File: src/rtl/cpuTypesPkg.sv
// Shared types for a MIPS-like subset; no shifts, link jumps or exceptions are encoded
package cpuTypesPkg;

  typedef logic [31:0] word_t;
  typedef logic [4:0]  regBits_t;

  typedef enum logic [5:0] {
    OP_RTYPE = 6'h00,
    OP_J     = 6'h02,
    OP_BEQ   = 6'h04,
    OP_BNE   = 6'h05,
    OP_ADDIU = 6'h09,
    OP_ORI   = 6'h0d,
    OP_LUI   = 6'h0f,
    OP_LW    = 6'h23,
    OP_SW    = 6'h2b,
    OP_HALT  = 6'h3f
  } opcode_t;

  typedef enum logic [5:0] {
    FN_ADDU = 6'h21,
    FN_SUBU = 6'h23,
    FN_AND  = 6'h24,
    FN_OR   = 6'h25,
    FN_SLT  = 6'h2a
  } funct_t;

  typedef enum logic [2:0] {
    ALU_ADD,
    ALU_SUB,
    ALU_AND,
    ALU_OR,
    ALU_SLT,
    ALU_LUI
  } aluOp_t;

  typedef struct packed {
    logic   regWrite;
    logic   memRead;
    logic   memWrite;
    logic   aluSrcImm;  // Operand B from immediate
    logic   zeroExt;
    logic   branch;
    logic   bne;        // Invert branch compare
    logic   jump;
    logic   halt;
    aluOp_t aluOp;
  } ctrl_t;

  typedef struct packed {
    logic  valid;
    word_t instr;
    word_t pc;
  } ifId_t;

  typedef struct packed {
    logic     valid;
    ctrl_t    ctrl;
    word_t    pc;
    word_t    rdat1;
    word_t    rdat2;
    word_t    imm;
    regBits_t dest;
    word_t    jumpTarget;
  } idEx_t;

  typedef struct packed {
    logic     valid;
    regBits_t dest;
    word_t    data;
  } wb_t;

  typedef struct packed {
    logic  valid;
    word_t target;
  } redirect_t;

  typedef struct packed {
    logic  write;
    word_t addr;
    word_t wdata;
  } memReq_t;

endpackage

File: src/rtl/pipeRegIfId.sv
// Flush wins over enable; only valid and instr are cleared, pc keeps its last value
`timescale 1ns/1ps

module pipeRegIfId
  import cpuTypesPkg::*;
(
  input  logic  CLK,
  input  logic  nRST,
  input  logic  enable,
  input  logic  flush,
  input  ifId_t ifIdIn,
  output ifId_t ifIdOut
);

  always_ff @(posedge CLK or negedge nRST)
  begin
    if (!nRST)
    begin
      ifIdOut.valid <= 1'b0;
      ifIdOut.instr <= '0;
    end
    else if (flush)
    begin
      // Wrong-path slot becomes a bubble
      ifIdOut.valid <= 1'b0;
      ifIdOut.instr <= '0;
    end
    else if (enable)
    begin
      ifIdOut.valid <= ifIdIn.valid;
      ifIdOut.instr <= ifIdIn.instr;
      ifIdOut.pc    <= ifIdIn.pc;
    end
  end

endmodule

File: src/rtl/fetchUnit.sv
// Memory must return rdata in the ready cycle; a fetch caught by a redirect completes and is dropped
`timescale 1ns/1ps

module fetchUnit
  import cpuTypesPkg::*;
#(
  parameter word_t RESET_PC = '0
)
(
  input  logic      CLK,
  input  logic      nRST,
  input  logic      halted,
  input  logic      slotFree,
  input  redirect_t redirect,
  output logic      iReqValid,
  output word_t     iReqAddr,
  input  logic      iReqReady,
  input  word_t     iRdata,
  output ifId_t     fetched
);

  word_t pc;
  word_t redirPc;
  logic  fetchEn;
  logic  reqPending;
  logic  drop;
  logic  slotOpen;
  logic  fire;

  assign slotOpen  = !fetched.valid || slotFree;  // Slot empty or drained this cycle
  assign iReqValid = reqPending || (fetchEn && !halted && !redirect.valid && slotOpen);
  assign iReqAddr  = pc;
  assign fire      = iReqValid && iReqReady;

  // Target held while a stale fetch finishes
  always_ff @(posedge CLK)
  begin
    if (redirect.valid)
      redirPc <= redirect.target;
  end

  always_ff @(posedge CLK or negedge nRST)
  begin
    if (!nRST)
    begin
      pc         <= RESET_PC;
      fetchEn    <= 1'b0;
      reqPending <= 1'b0;
      drop       <= 1'b0;
      fetched    <= '0;
    end
    else
    begin
      fetchEn    <= 1'b1;
      reqPending <= iReqValid && !iReqReady;  // Keeps the request up until its handshake

      if (fire && drop)
      begin
        pc   <= redirPc;
        drop <= 1'b0;
      end
      else if (redirect.valid && iReqValid && !iReqReady)
        drop <= 1'b1;  // Address must stay put, so retarget later
      else if (redirect.valid)
        pc <= redirect.target;
      else if (fire)
        pc <= pc + 32'd4;

      if (redirect.valid)
        fetched.valid <= 1'b0;
      else if (fire && !drop)
      begin
        fetched.valid <= 1'b1;
        fetched.instr <= iRdata;
        fetched.pc    <= pc;
      end
      else if (slotFree)
        fetched.valid <= 1'b0;
    end
  end

endmodule

File: src/rtl/decodeStage.sv
// No forwarding; a source that matches the writer in execute stalls until its write edge
`timescale 1ns/1ps

module decodeStage
  import cpuTypesPkg::*;
(
  input  logic      CLK,
  input  logic      nRST,
  input  ifId_t     ifId,
  input  wb_t       wb,
  input  logic      exStall,
  input  redirect_t redirect,
  input  regBits_t  exDest,
  input  logic      exWrites,
  output logic      takeIn,
  output idEx_t     idEx
);

  word_t    regFile [32];
  opcode_t  opcode;
  funct_t   funct;
  regBits_t rs;
  regBits_t rt;
  regBits_t rd;
  ctrl_t    ctrl;
  word_t    imm;
  word_t    pcPlus4;
  word_t    rdat1;
  word_t    rdat2;
  logic     usesRs;
  logic     usesRt;
  logic     hazard;

  assign opcode  = opcode_t'(ifId.instr[31:26]);
  assign funct   = funct_t'(ifId.instr[5:0]);
  assign rs      = ifId.instr[25:21];
  assign rt      = ifId.instr[20:16];
  assign rd      = ifId.instr[15:11];
  assign pcPlus4 = ifId.pc + 32'd4;

  always_comb
  begin
    ctrl = '0;
    case (opcode)
      OP_RTYPE:
      begin
        ctrl.regWrite = 1'b1;
        case (funct)
          FN_ADDU: ctrl.aluOp = ALU_ADD;
          FN_SUBU: ctrl.aluOp = ALU_SUB;
          FN_AND:  ctrl.aluOp = ALU_AND;
          FN_OR:   ctrl.aluOp = ALU_OR;
          FN_SLT:  ctrl.aluOp = ALU_SLT;
          default: ctrl.regWrite = 1'b0;  // Unknown funct is a NOP
        endcase
      end
      OP_ADDIU:
      begin
        ctrl.regWrite  = 1'b1;
        ctrl.aluSrcImm = 1'b1;
      end
      OP_ORI:
      begin
        ctrl.regWrite  = 1'b1;
        ctrl.aluSrcImm = 1'b1;
        ctrl.zeroExt   = 1'b1;
        ctrl.aluOp     = ALU_OR;
      end
      OP_LUI:
      begin
        ctrl.regWrite  = 1'b1;
        ctrl.aluSrcImm = 1'b1;
        ctrl.zeroExt   = 1'b1;
        ctrl.aluOp     = ALU_LUI;
      end
      OP_LW:
      begin
        ctrl.regWrite  = 1'b1;
        ctrl.memRead   = 1'b1;
        ctrl.aluSrcImm = 1'b1;
      end
      OP_SW:
      begin
        ctrl.memWrite  = 1'b1;
        ctrl.aluSrcImm = 1'b1;
      end
      OP_BEQ:  ctrl.branch = 1'b1;
      OP_BNE:
      begin
        ctrl.branch = 1'b1;
        ctrl.bne    = 1'b1;
      end
      OP_J:    ctrl.jump = 1'b1;
      OP_HALT: ctrl.halt = 1'b1;
      default: ctrl = '0;
    endcase
  end

  assign imm = ctrl.zeroExt ? {16'h0, ifId.instr[15:0]} : {{16{ifId.instr[15]}}, ifId.instr[15:0]};

  // Register zero is hardwired
  assign rdat1 = (rs == '0) ? '0 : regFile[rs];
  assign rdat2 = (rt == '0) ? '0 : regFile[rt];

  always_ff @(posedge CLK)
  begin
    if (wb.valid && wb.dest != '0)
      regFile[wb.dest] <= wb.data;
  end

  assign usesRs = !(opcode inside {OP_J, OP_LUI, OP_HALT});
  assign usesRt = opcode inside {OP_RTYPE, OP_SW, OP_BEQ, OP_BNE};
  assign hazard = ifId.valid && exWrites && (exDest != '0)
                  && ((usesRs && rs == exDest) || (usesRt && rt == exDest));
  assign takeIn = !exStall && !hazard;

  always_ff @(posedge CLK or negedge nRST)
  begin
    if (!nRST)
      idEx <= '0;
    else if (!exStall)
    begin
      if (redirect.valid || hazard)
      begin
        idEx.valid <= 1'b0;  // Bubble
        idEx.ctrl  <= '0;
      end
      else
        idEx <= '{valid: ifId.valid, ctrl: ctrl, pc: ifId.pc, rdat1: rdat1, rdat2: rdat2,
                  imm: imm, dest: (opcode == OP_RTYPE) ? rd : rt,
                  jumpTarget: {pcPlus4[31:28], ifId.instr[25:0], 2'b00}};
    end
  end

endmodule

File: src/rtl/executeStage.sv
// Retires one instruction per cycle unless a load/store waits; nothing issues after HALT
`timescale 1ns/1ps

module executeStage
  import cpuTypesPkg::*;
(
  input  logic      CLK,
  input  logic      nRST,
  input  idEx_t     idEx,
  output logic      exStall,
  output regBits_t  exDest,
  output logic      exWrites,
  output redirect_t redirect,
  output wb_t       wb,
  output logic      dReqValid,
  output memReq_t   dReq,
  input  logic      dReqReady,
  input  word_t     dRdata,
  output logic      halted
);

  word_t aluB;
  word_t aluRes;
  word_t branchTarget;
  logic  active;
  logic  isMem;
  logic  taken;

  assign active = idEx.valid && !halted;
  assign aluB   = idEx.ctrl.aluSrcImm ? idEx.imm : idEx.rdat2;

  always_comb
  begin
    case (idEx.ctrl.aluOp)
      ALU_ADD: aluRes = idEx.rdat1 + aluB;
      ALU_SUB: aluRes = idEx.rdat1 - aluB;
      ALU_AND: aluRes = idEx.rdat1 & aluB;
      ALU_OR:  aluRes = idEx.rdat1 | aluB;
      ALU_SLT: aluRes = {31'b0, $signed(idEx.rdat1) < $signed(aluB)};
      ALU_LUI: aluRes = {aluB[15:0], 16'h0};
      default: aluRes = '0;
    endcase
  end

  // Branches compare registers directly, target is relative to the next PC
  assign branchTarget = idEx.pc + 32'd4 + {idEx.imm[29:0], 2'b00};
  assign taken        = idEx.ctrl.branch && ((idEx.rdat1 == idEx.rdat2) != idEx.ctrl.bne);

  assign redirect = '{valid: active && (idEx.ctrl.jump || taken),
                      target: idEx.ctrl.jump ? idEx.jumpTarget : branchTarget};

  assign isMem     = active && (idEx.ctrl.memRead || idEx.ctrl.memWrite);
  assign dReqValid = isMem;
  assign dReq      = '{write: idEx.ctrl.memWrite, addr: aluRes, wdata: idEx.rdat2};
  assign exStall   = isMem && !dReqReady;  // Holds ID/EX so dReq stays steady

  assign exDest   = idEx.dest;
  assign exWrites = active && idEx.ctrl.regWrite;

  // Register file takes this at the retire edge
  assign wb = '{valid: exWrites && !exStall, dest: idEx.dest,
                data: idEx.ctrl.memRead ? dRdata : aluRes};

  always_ff @(posedge CLK or negedge nRST)
  begin
    if (!nRST)
      halted <= 1'b0;
    else if (active && idEx.ctrl.halt)
      halted <= 1'b1;  // Sticky until reset
  end

endmodule

File: src/rtl/memArbiter.sv
// One access in flight; data beats fetch when both ask, grant held until the handshake
`timescale 1ns/1ps

module memArbiter
  import cpuTypesPkg::*;
(
  input  logic    CLK,
  input  logic    nRST,
  input  logic    iReqValid,
  input  word_t   iReqAddr,
  output logic    iReqReady,
  output word_t   iRdata,
  input  logic    dReqValid,
  input  memReq_t dReq,
  output logic    dReqReady,
  output word_t   dRdata,
  output logic    memValid,
  output memReq_t memReq,
  input  logic    memReady,
  input  word_t   memRdata
);

  typedef enum logic [1:0] {
    IDLE,
    GRANT_I,
    GRANT_D
  } arbState_t;

  arbState_t state;
  logic      grantD;
  logic      grantI;

  // Grant in IDLE is combinational so an idle port costs no cycle
  assign grantD = (state == GRANT_D) || (state == IDLE && dReqValid);
  assign grantI = (state == GRANT_I) || (state == IDLE && !dReqValid && iReqValid);

  assign memValid = (grantD && dReqValid) || (grantI && iReqValid);
  assign memReq   = grantD ? dReq : '{write: 1'b0, addr: iReqAddr, wdata: '0};

  assign dReqReady = grantD && memReady;
  assign iReqReady = grantI && memReady;
  assign dRdata    = grantD ? memRdata : '0;
  assign iRdata    = grantI ? memRdata : '0;

  always_ff @(posedge CLK or negedge nRST)
  begin
    if (!nRST)
      state <= IDLE;
    else if (memValid && !memReady)
      state <= grantD ? GRANT_D : GRANT_I;  // Lock while waiting
    else
      state <= IDLE;
  end

endmodule

File: src/rtl/pipelineCpu.sv
// Memory is external and must answer reads combinationally with memReady
`timescale 1ns/1ps

module pipelineCpu
  import cpuTypesPkg::*;
#(
  parameter word_t RESET_PC = '0
)
(
  input  logic    CLK,
  input  logic    nRST,
  output logic    memValid,
  output memReq_t memReq,
  input  logic    memReady,
  input  word_t   memRdata,
  output logic    halted
);

  ifId_t     fetched;
  ifId_t     ifId;
  idEx_t     idEx;
  wb_t       wb;
  redirect_t redirect;
  memReq_t   dReq;
  regBits_t  exDest;
  word_t     iReqAddr;
  word_t     iRdata;
  word_t     dRdata;
  logic      takeIn;
  logic      exStall;
  logic      exWrites;
  logic      iReqValid;
  logic      iReqReady;
  logic      dReqValid;
  logic      dReqReady;

  fetchUnit #(.RESET_PC(RESET_PC)) fetch0 (
    .CLK(CLK), .nRST(nRST), .halted(halted), .slotFree(takeIn), .redirect(redirect),
    .iReqValid(iReqValid), .iReqAddr(iReqAddr), .iReqReady(iReqReady), .iRdata(iRdata),
    .fetched(fetched)
  );

  pipeRegIfId ifIdReg0 (
    .CLK(CLK), .nRST(nRST), .enable(takeIn), .flush(redirect.valid),
    .ifIdIn(fetched), .ifIdOut(ifId)
  );

  decodeStage decode0 (
    .CLK(CLK), .nRST(nRST), .ifId(ifId), .wb(wb), .exStall(exStall), .redirect(redirect),
    .exDest(exDest), .exWrites(exWrites), .takeIn(takeIn), .idEx(idEx)
  );

  executeStage execute0 (
    .CLK(CLK), .nRST(nRST), .idEx(idEx), .exStall(exStall), .exDest(exDest),
    .exWrites(exWrites), .redirect(redirect), .wb(wb), .dReqValid(dReqValid), .dReq(dReq),
    .dReqReady(dReqReady), .dRdata(dRdata), .halted(halted)
  );

  memArbiter arbiter0 (
    .CLK(CLK), .nRST(nRST),
    .iReqValid(iReqValid), .iReqAddr(iReqAddr), .iReqReady(iReqReady), .iRdata(iRdata),
    .dReqValid(dReqValid), .dReq(dReq), .dReqReady(dReqReady), .dRdata(dRdata),
    .memValid(memValid), .memReq(memReq), .memReady(memReady), .memRdata(memRdata)
  );

endmodule

File: config.mk
export PLATFORM = sky130hd
export DESIGN_NAME = pipelineCpu
export DESIGN_NICKNAME = d
export VERILOG_FILES = /design/src/rtl/cpuTypesPkg.sv /design/src/rtl/pipeRegIfId.sv /design/src/rtl/fetchUnit.sv /design/src/rtl/decodeStage.sv /design/src/rtl/executeStage.sv /design/src/rtl/memArbiter.sv /design/src/rtl/pipelineCpu.sv
export SDC_FILE = /design/constraint.sdc
export NUM_CORES = 2
export LEC_CHECK = 0
export BUFFER_PORTS_ARGS = -buffer_cell sky130_fd_sc_hd__buf_2
export CELL_PAD_IN_SITES_DETAIL_PLACEMENT = 1
export CELL_PAD_IN_SITES_GLOBAL_PLACEMENT = 1
export CORE_UTILIZATION = 30
export DETAILED_ROUTE_END_ITERATION = 16
export PLACE_DENSITY_LB_ADDON = 0.1
export SKIP_LAST_GASP = 1
export SLEW_MARGIN = 20
export SYNTH_ARGS = -nofsm -noshare
export SYNTH_HDL_FRONTEND = slang
export SYNTH_HIERARCHICAL = 1
export SYNTH_SLANG_ARGS = --single-unit
File: constraint.sdc
create_clock -name CLK -period 11.2 [get_ports CLK]
set_input_delay 2.24 -clock CLK [delete_from_list [all_inputs] [get_ports CLK]]
set_output_delay 2.24 -clock CLK [all_outputs]
set_load 0.03 [all_outputs]
==> results.yml <==
routing:
  drtIter0Drc: 4364
  drt_wl_total_microns: 292500
  routed_via_density: 5.649
  dr.pass1.iters: 5
  antenna_left: 0
  wl_per_cell_microns: 34.49
  drc_errors: 0
  via_count: 47911
cts:
  ctsHoldBuffers: 0
  cts_tree: "yes"
  htree_levels: 4
  clockBufferDepth: 3
  cts_resized: 0
  cts_made_buffers: 164
  clock_sinks: 1368
  insertion_delay_ns: 0.86
  clkTransAtPathRegs_ns: 0.06
  cts_setup_buffers: 0
  cts-root-buf: "clkbuf_16"
logic_synthesis:
  yosys_warnings: 6
  synthCells: 5158
  avgSynthCellArea_sq_um: 13.90
  syn_area_sq_mm: 0.07168
min_path:
  min_path_cells: 0
  min_from: "fetch0/fetched[30]"
  hold_class: "register to register"
  min_to: "ifIdReg0/ifIdOut[30]"
critical_path:
  worstPathCellList: "mux2_2, inv_1, ha_1, o21bai_1, o2111ai_1, a2bb2oi_1, a31oi_1, o21ai_0, nand4_1, a21oi_1, xnor2_1, o21ai_0, mux2_4, buf_2"
  endpoint_kind: "primary output"
  reg2reg_depth: 17
  critPathMaxStageDelay_ns: 0.60
  start_kind: "register"
  slowest_stage: "dfrtp_2"
  r2r_slack_ns: 5.34
  path_common_cell: "o21ai_0"
  cp.required_ns: 8.96
  r2r_end: "fetch0/iReqAddr[11]"
  cp_data_arrival_time_ns: 5.54
  path_class: "register to primary output"
  r2r_start: "decode0/idEx[175]"
  path_max_fanout: 14
power_and_ir_drop:
  peakVddDrop_mv: 0.5659
  pwr_density_cell_mw_per_mm2: 317.6
  p_leak_nw: 28.27
  power_w: 0.02574
sta:
  fmax_ghz: 0.1285
  relSlewSlack: 0.1961
  hold_violations: 0
  finalCritPeriodShare: 0.6951
  final-setup-viol-count: 0
  min_period_ns: 7.785
  whs_ns: 0.4312
  worst_pin_slew_ns: 1.198
  slew_viol_final: 0
  finalWorstSetupSlack_ns: 3.415
  tns_ns: 0
  skew_ns: 0.08988
  rsz0062_at_grt: "false"
die:
  initial_core_util: 0.3016
  core_sq_mm: 0.2376
  rows: 179
  die_h_microns: 490.8
  die_w_microns: 490.8
  io_pins: 102
  die-area_sq_mm: 0.2409
layout:
  drive_above_1_share: 0.2303
  fin_util: 0.3410
  area_delta_synth_final_pct: 13.06
  nets: 5379
grt:
  grt.busiest_layer: "met2"
  overflow: 0
  met3_usage: 0.03191
  gr-usage-all-layers: 0.2398
  grt_pass1_wl_microns: 406300
  grt_pass1_vias: 49248
  antenna_found_initial: 28
  grtUsageMet2: 0.3836
  use_met1: 0.3463
  grt_start_max_net_pins: 129
place:
  dp_slack_ns: 4.393
  port_buffers: 101
  gp_congestion: 0.9012
  hpwl_microns: 188300
run:
  maxCapViolCount: 0
outcome:
  outcome: "finished clean"
==> per-layer routing <==
layer / vias up / part of all wire / wire length [microns]
met3: 310 / 0.052 / 15220
met4: 2 / 0.019 / 5623
met5: - / 0.000044 / 13
li1: 20033 / - / -
met1: 26096 / 0.46 / 135600
met2: 1470 / 0.47 / 136100
==> layout by cell type, fill, tap and decap left out, types with 29 or more instances in the layout <==
| cell | instances |
|---|---|
| nor3_1 | 50 |
| edfxtp_1 | 1088 |
| or4_1 | 39 |
| o22ai_1 | 124 |
| buf_2 | 100 |
| nand2_1 | 443 |
| xnor2_1 | 86 |
| mux2_1 | 97 |
| nor2_1 | 224 |
| mux2_2 | 209 |
| a31oi_1 | 44 |
| mux4_2 | 389 |
| clkbuf_1 | 53 |
| a211oi_1 | 101 |
| nor2_4 | 33 |
| nand3_1 | 47 |
| clkbuf_16 | 164 |
| clkinv_1 | 32 |
| mux2i_1 | 146 |
| and2_1 | 80 |
| a32o_1 | 34 |
| a221oi_1 | 32 |
| mux2_4 | 32 |
| a21oi_1 | 139 |
| conb_1 | 35 |
| a22oi_1 | 78 |
| inv_1 | 158 |
| buf_4 | 135 |
| xor2_1 | 29 |
| dfrtp_1 | 267 |
| ha_1 | 174 |
| nand4_1 | 34 |
| o21ai_0 | 128 |
==> sequential cells by signal (all words and copies together), names as in the netlist <==
signal             cells
ifIdReg0/ifIdOut      65
execute0/halted        1
fetch0/fetched        65
decode0/regFile     1024
fetch0/fetchEn         1
fetch0/redirPc        32
decode0/idEx         144
fetch0/reqPending      1
arbiter0/state         2
fetch0/drop            1
fetch0/iReqAddr       32
==> metrics by stage <==
stage,instances,cell area (sq um)
final,8481,81040
after global routing,8470,81010
after floorplan,5191,71800
after CTS,8469,81010
after global placement,8168,75710
after detailed placement,8168,75730
==> area by class of cell <==
class                      count  area [sq um]
sequential                  1368         39710
antenna                       12         30.03
inverter                     161         604.3
fill                       24617        156600
timing repair buffer         242          1649
tap                         3167          3963
clock inverter                73         828.3
clock buffer                 228          4454
multi-input combinational   3230         29800
==> worst max-delay path by stage <==
stage | start | endpoint | slack (ns) | cells after the start
final | decode0/idEx[173] | memReq[55] | 3.42 | 14
after global routing | decode0/idEx[173] | memReq[55] | 3.25 | 14
after CTS | decode0/idEx[173] | memReq[55] | 3.46 | 14
after detailed placement | decode0/idEx[173] | memReq[55] | 4.39 | 14
after global placement | decode0/idEx[173] | memReq[55] | 4.42 | 14
after floorplan | decode0/idEx[115] | memValid | 4.98 | 12
==> worst max-delay path, delay by kind of cell, from the launching register on <==
kind	cells	cell delay, ns
AOI/OAI and AO/OA	7	2.45
buffers and inverters	2	0.35
DFF	1	0.60
and+or+nand+nor	1	0.21
adders and majority gates	1	0.28
xor gates and xnor gates	1	0.11
muxes	2	0.74
==> power by group <==
group	internal [W]	total, W	switching [W]
registers	0.00826	0.00911	0.000852
clock network	0.00295	0.00526	0.00231
logic	0.00327	0.0114	0.00809
No activity file was read; power rests on OpenSTA's default activity.
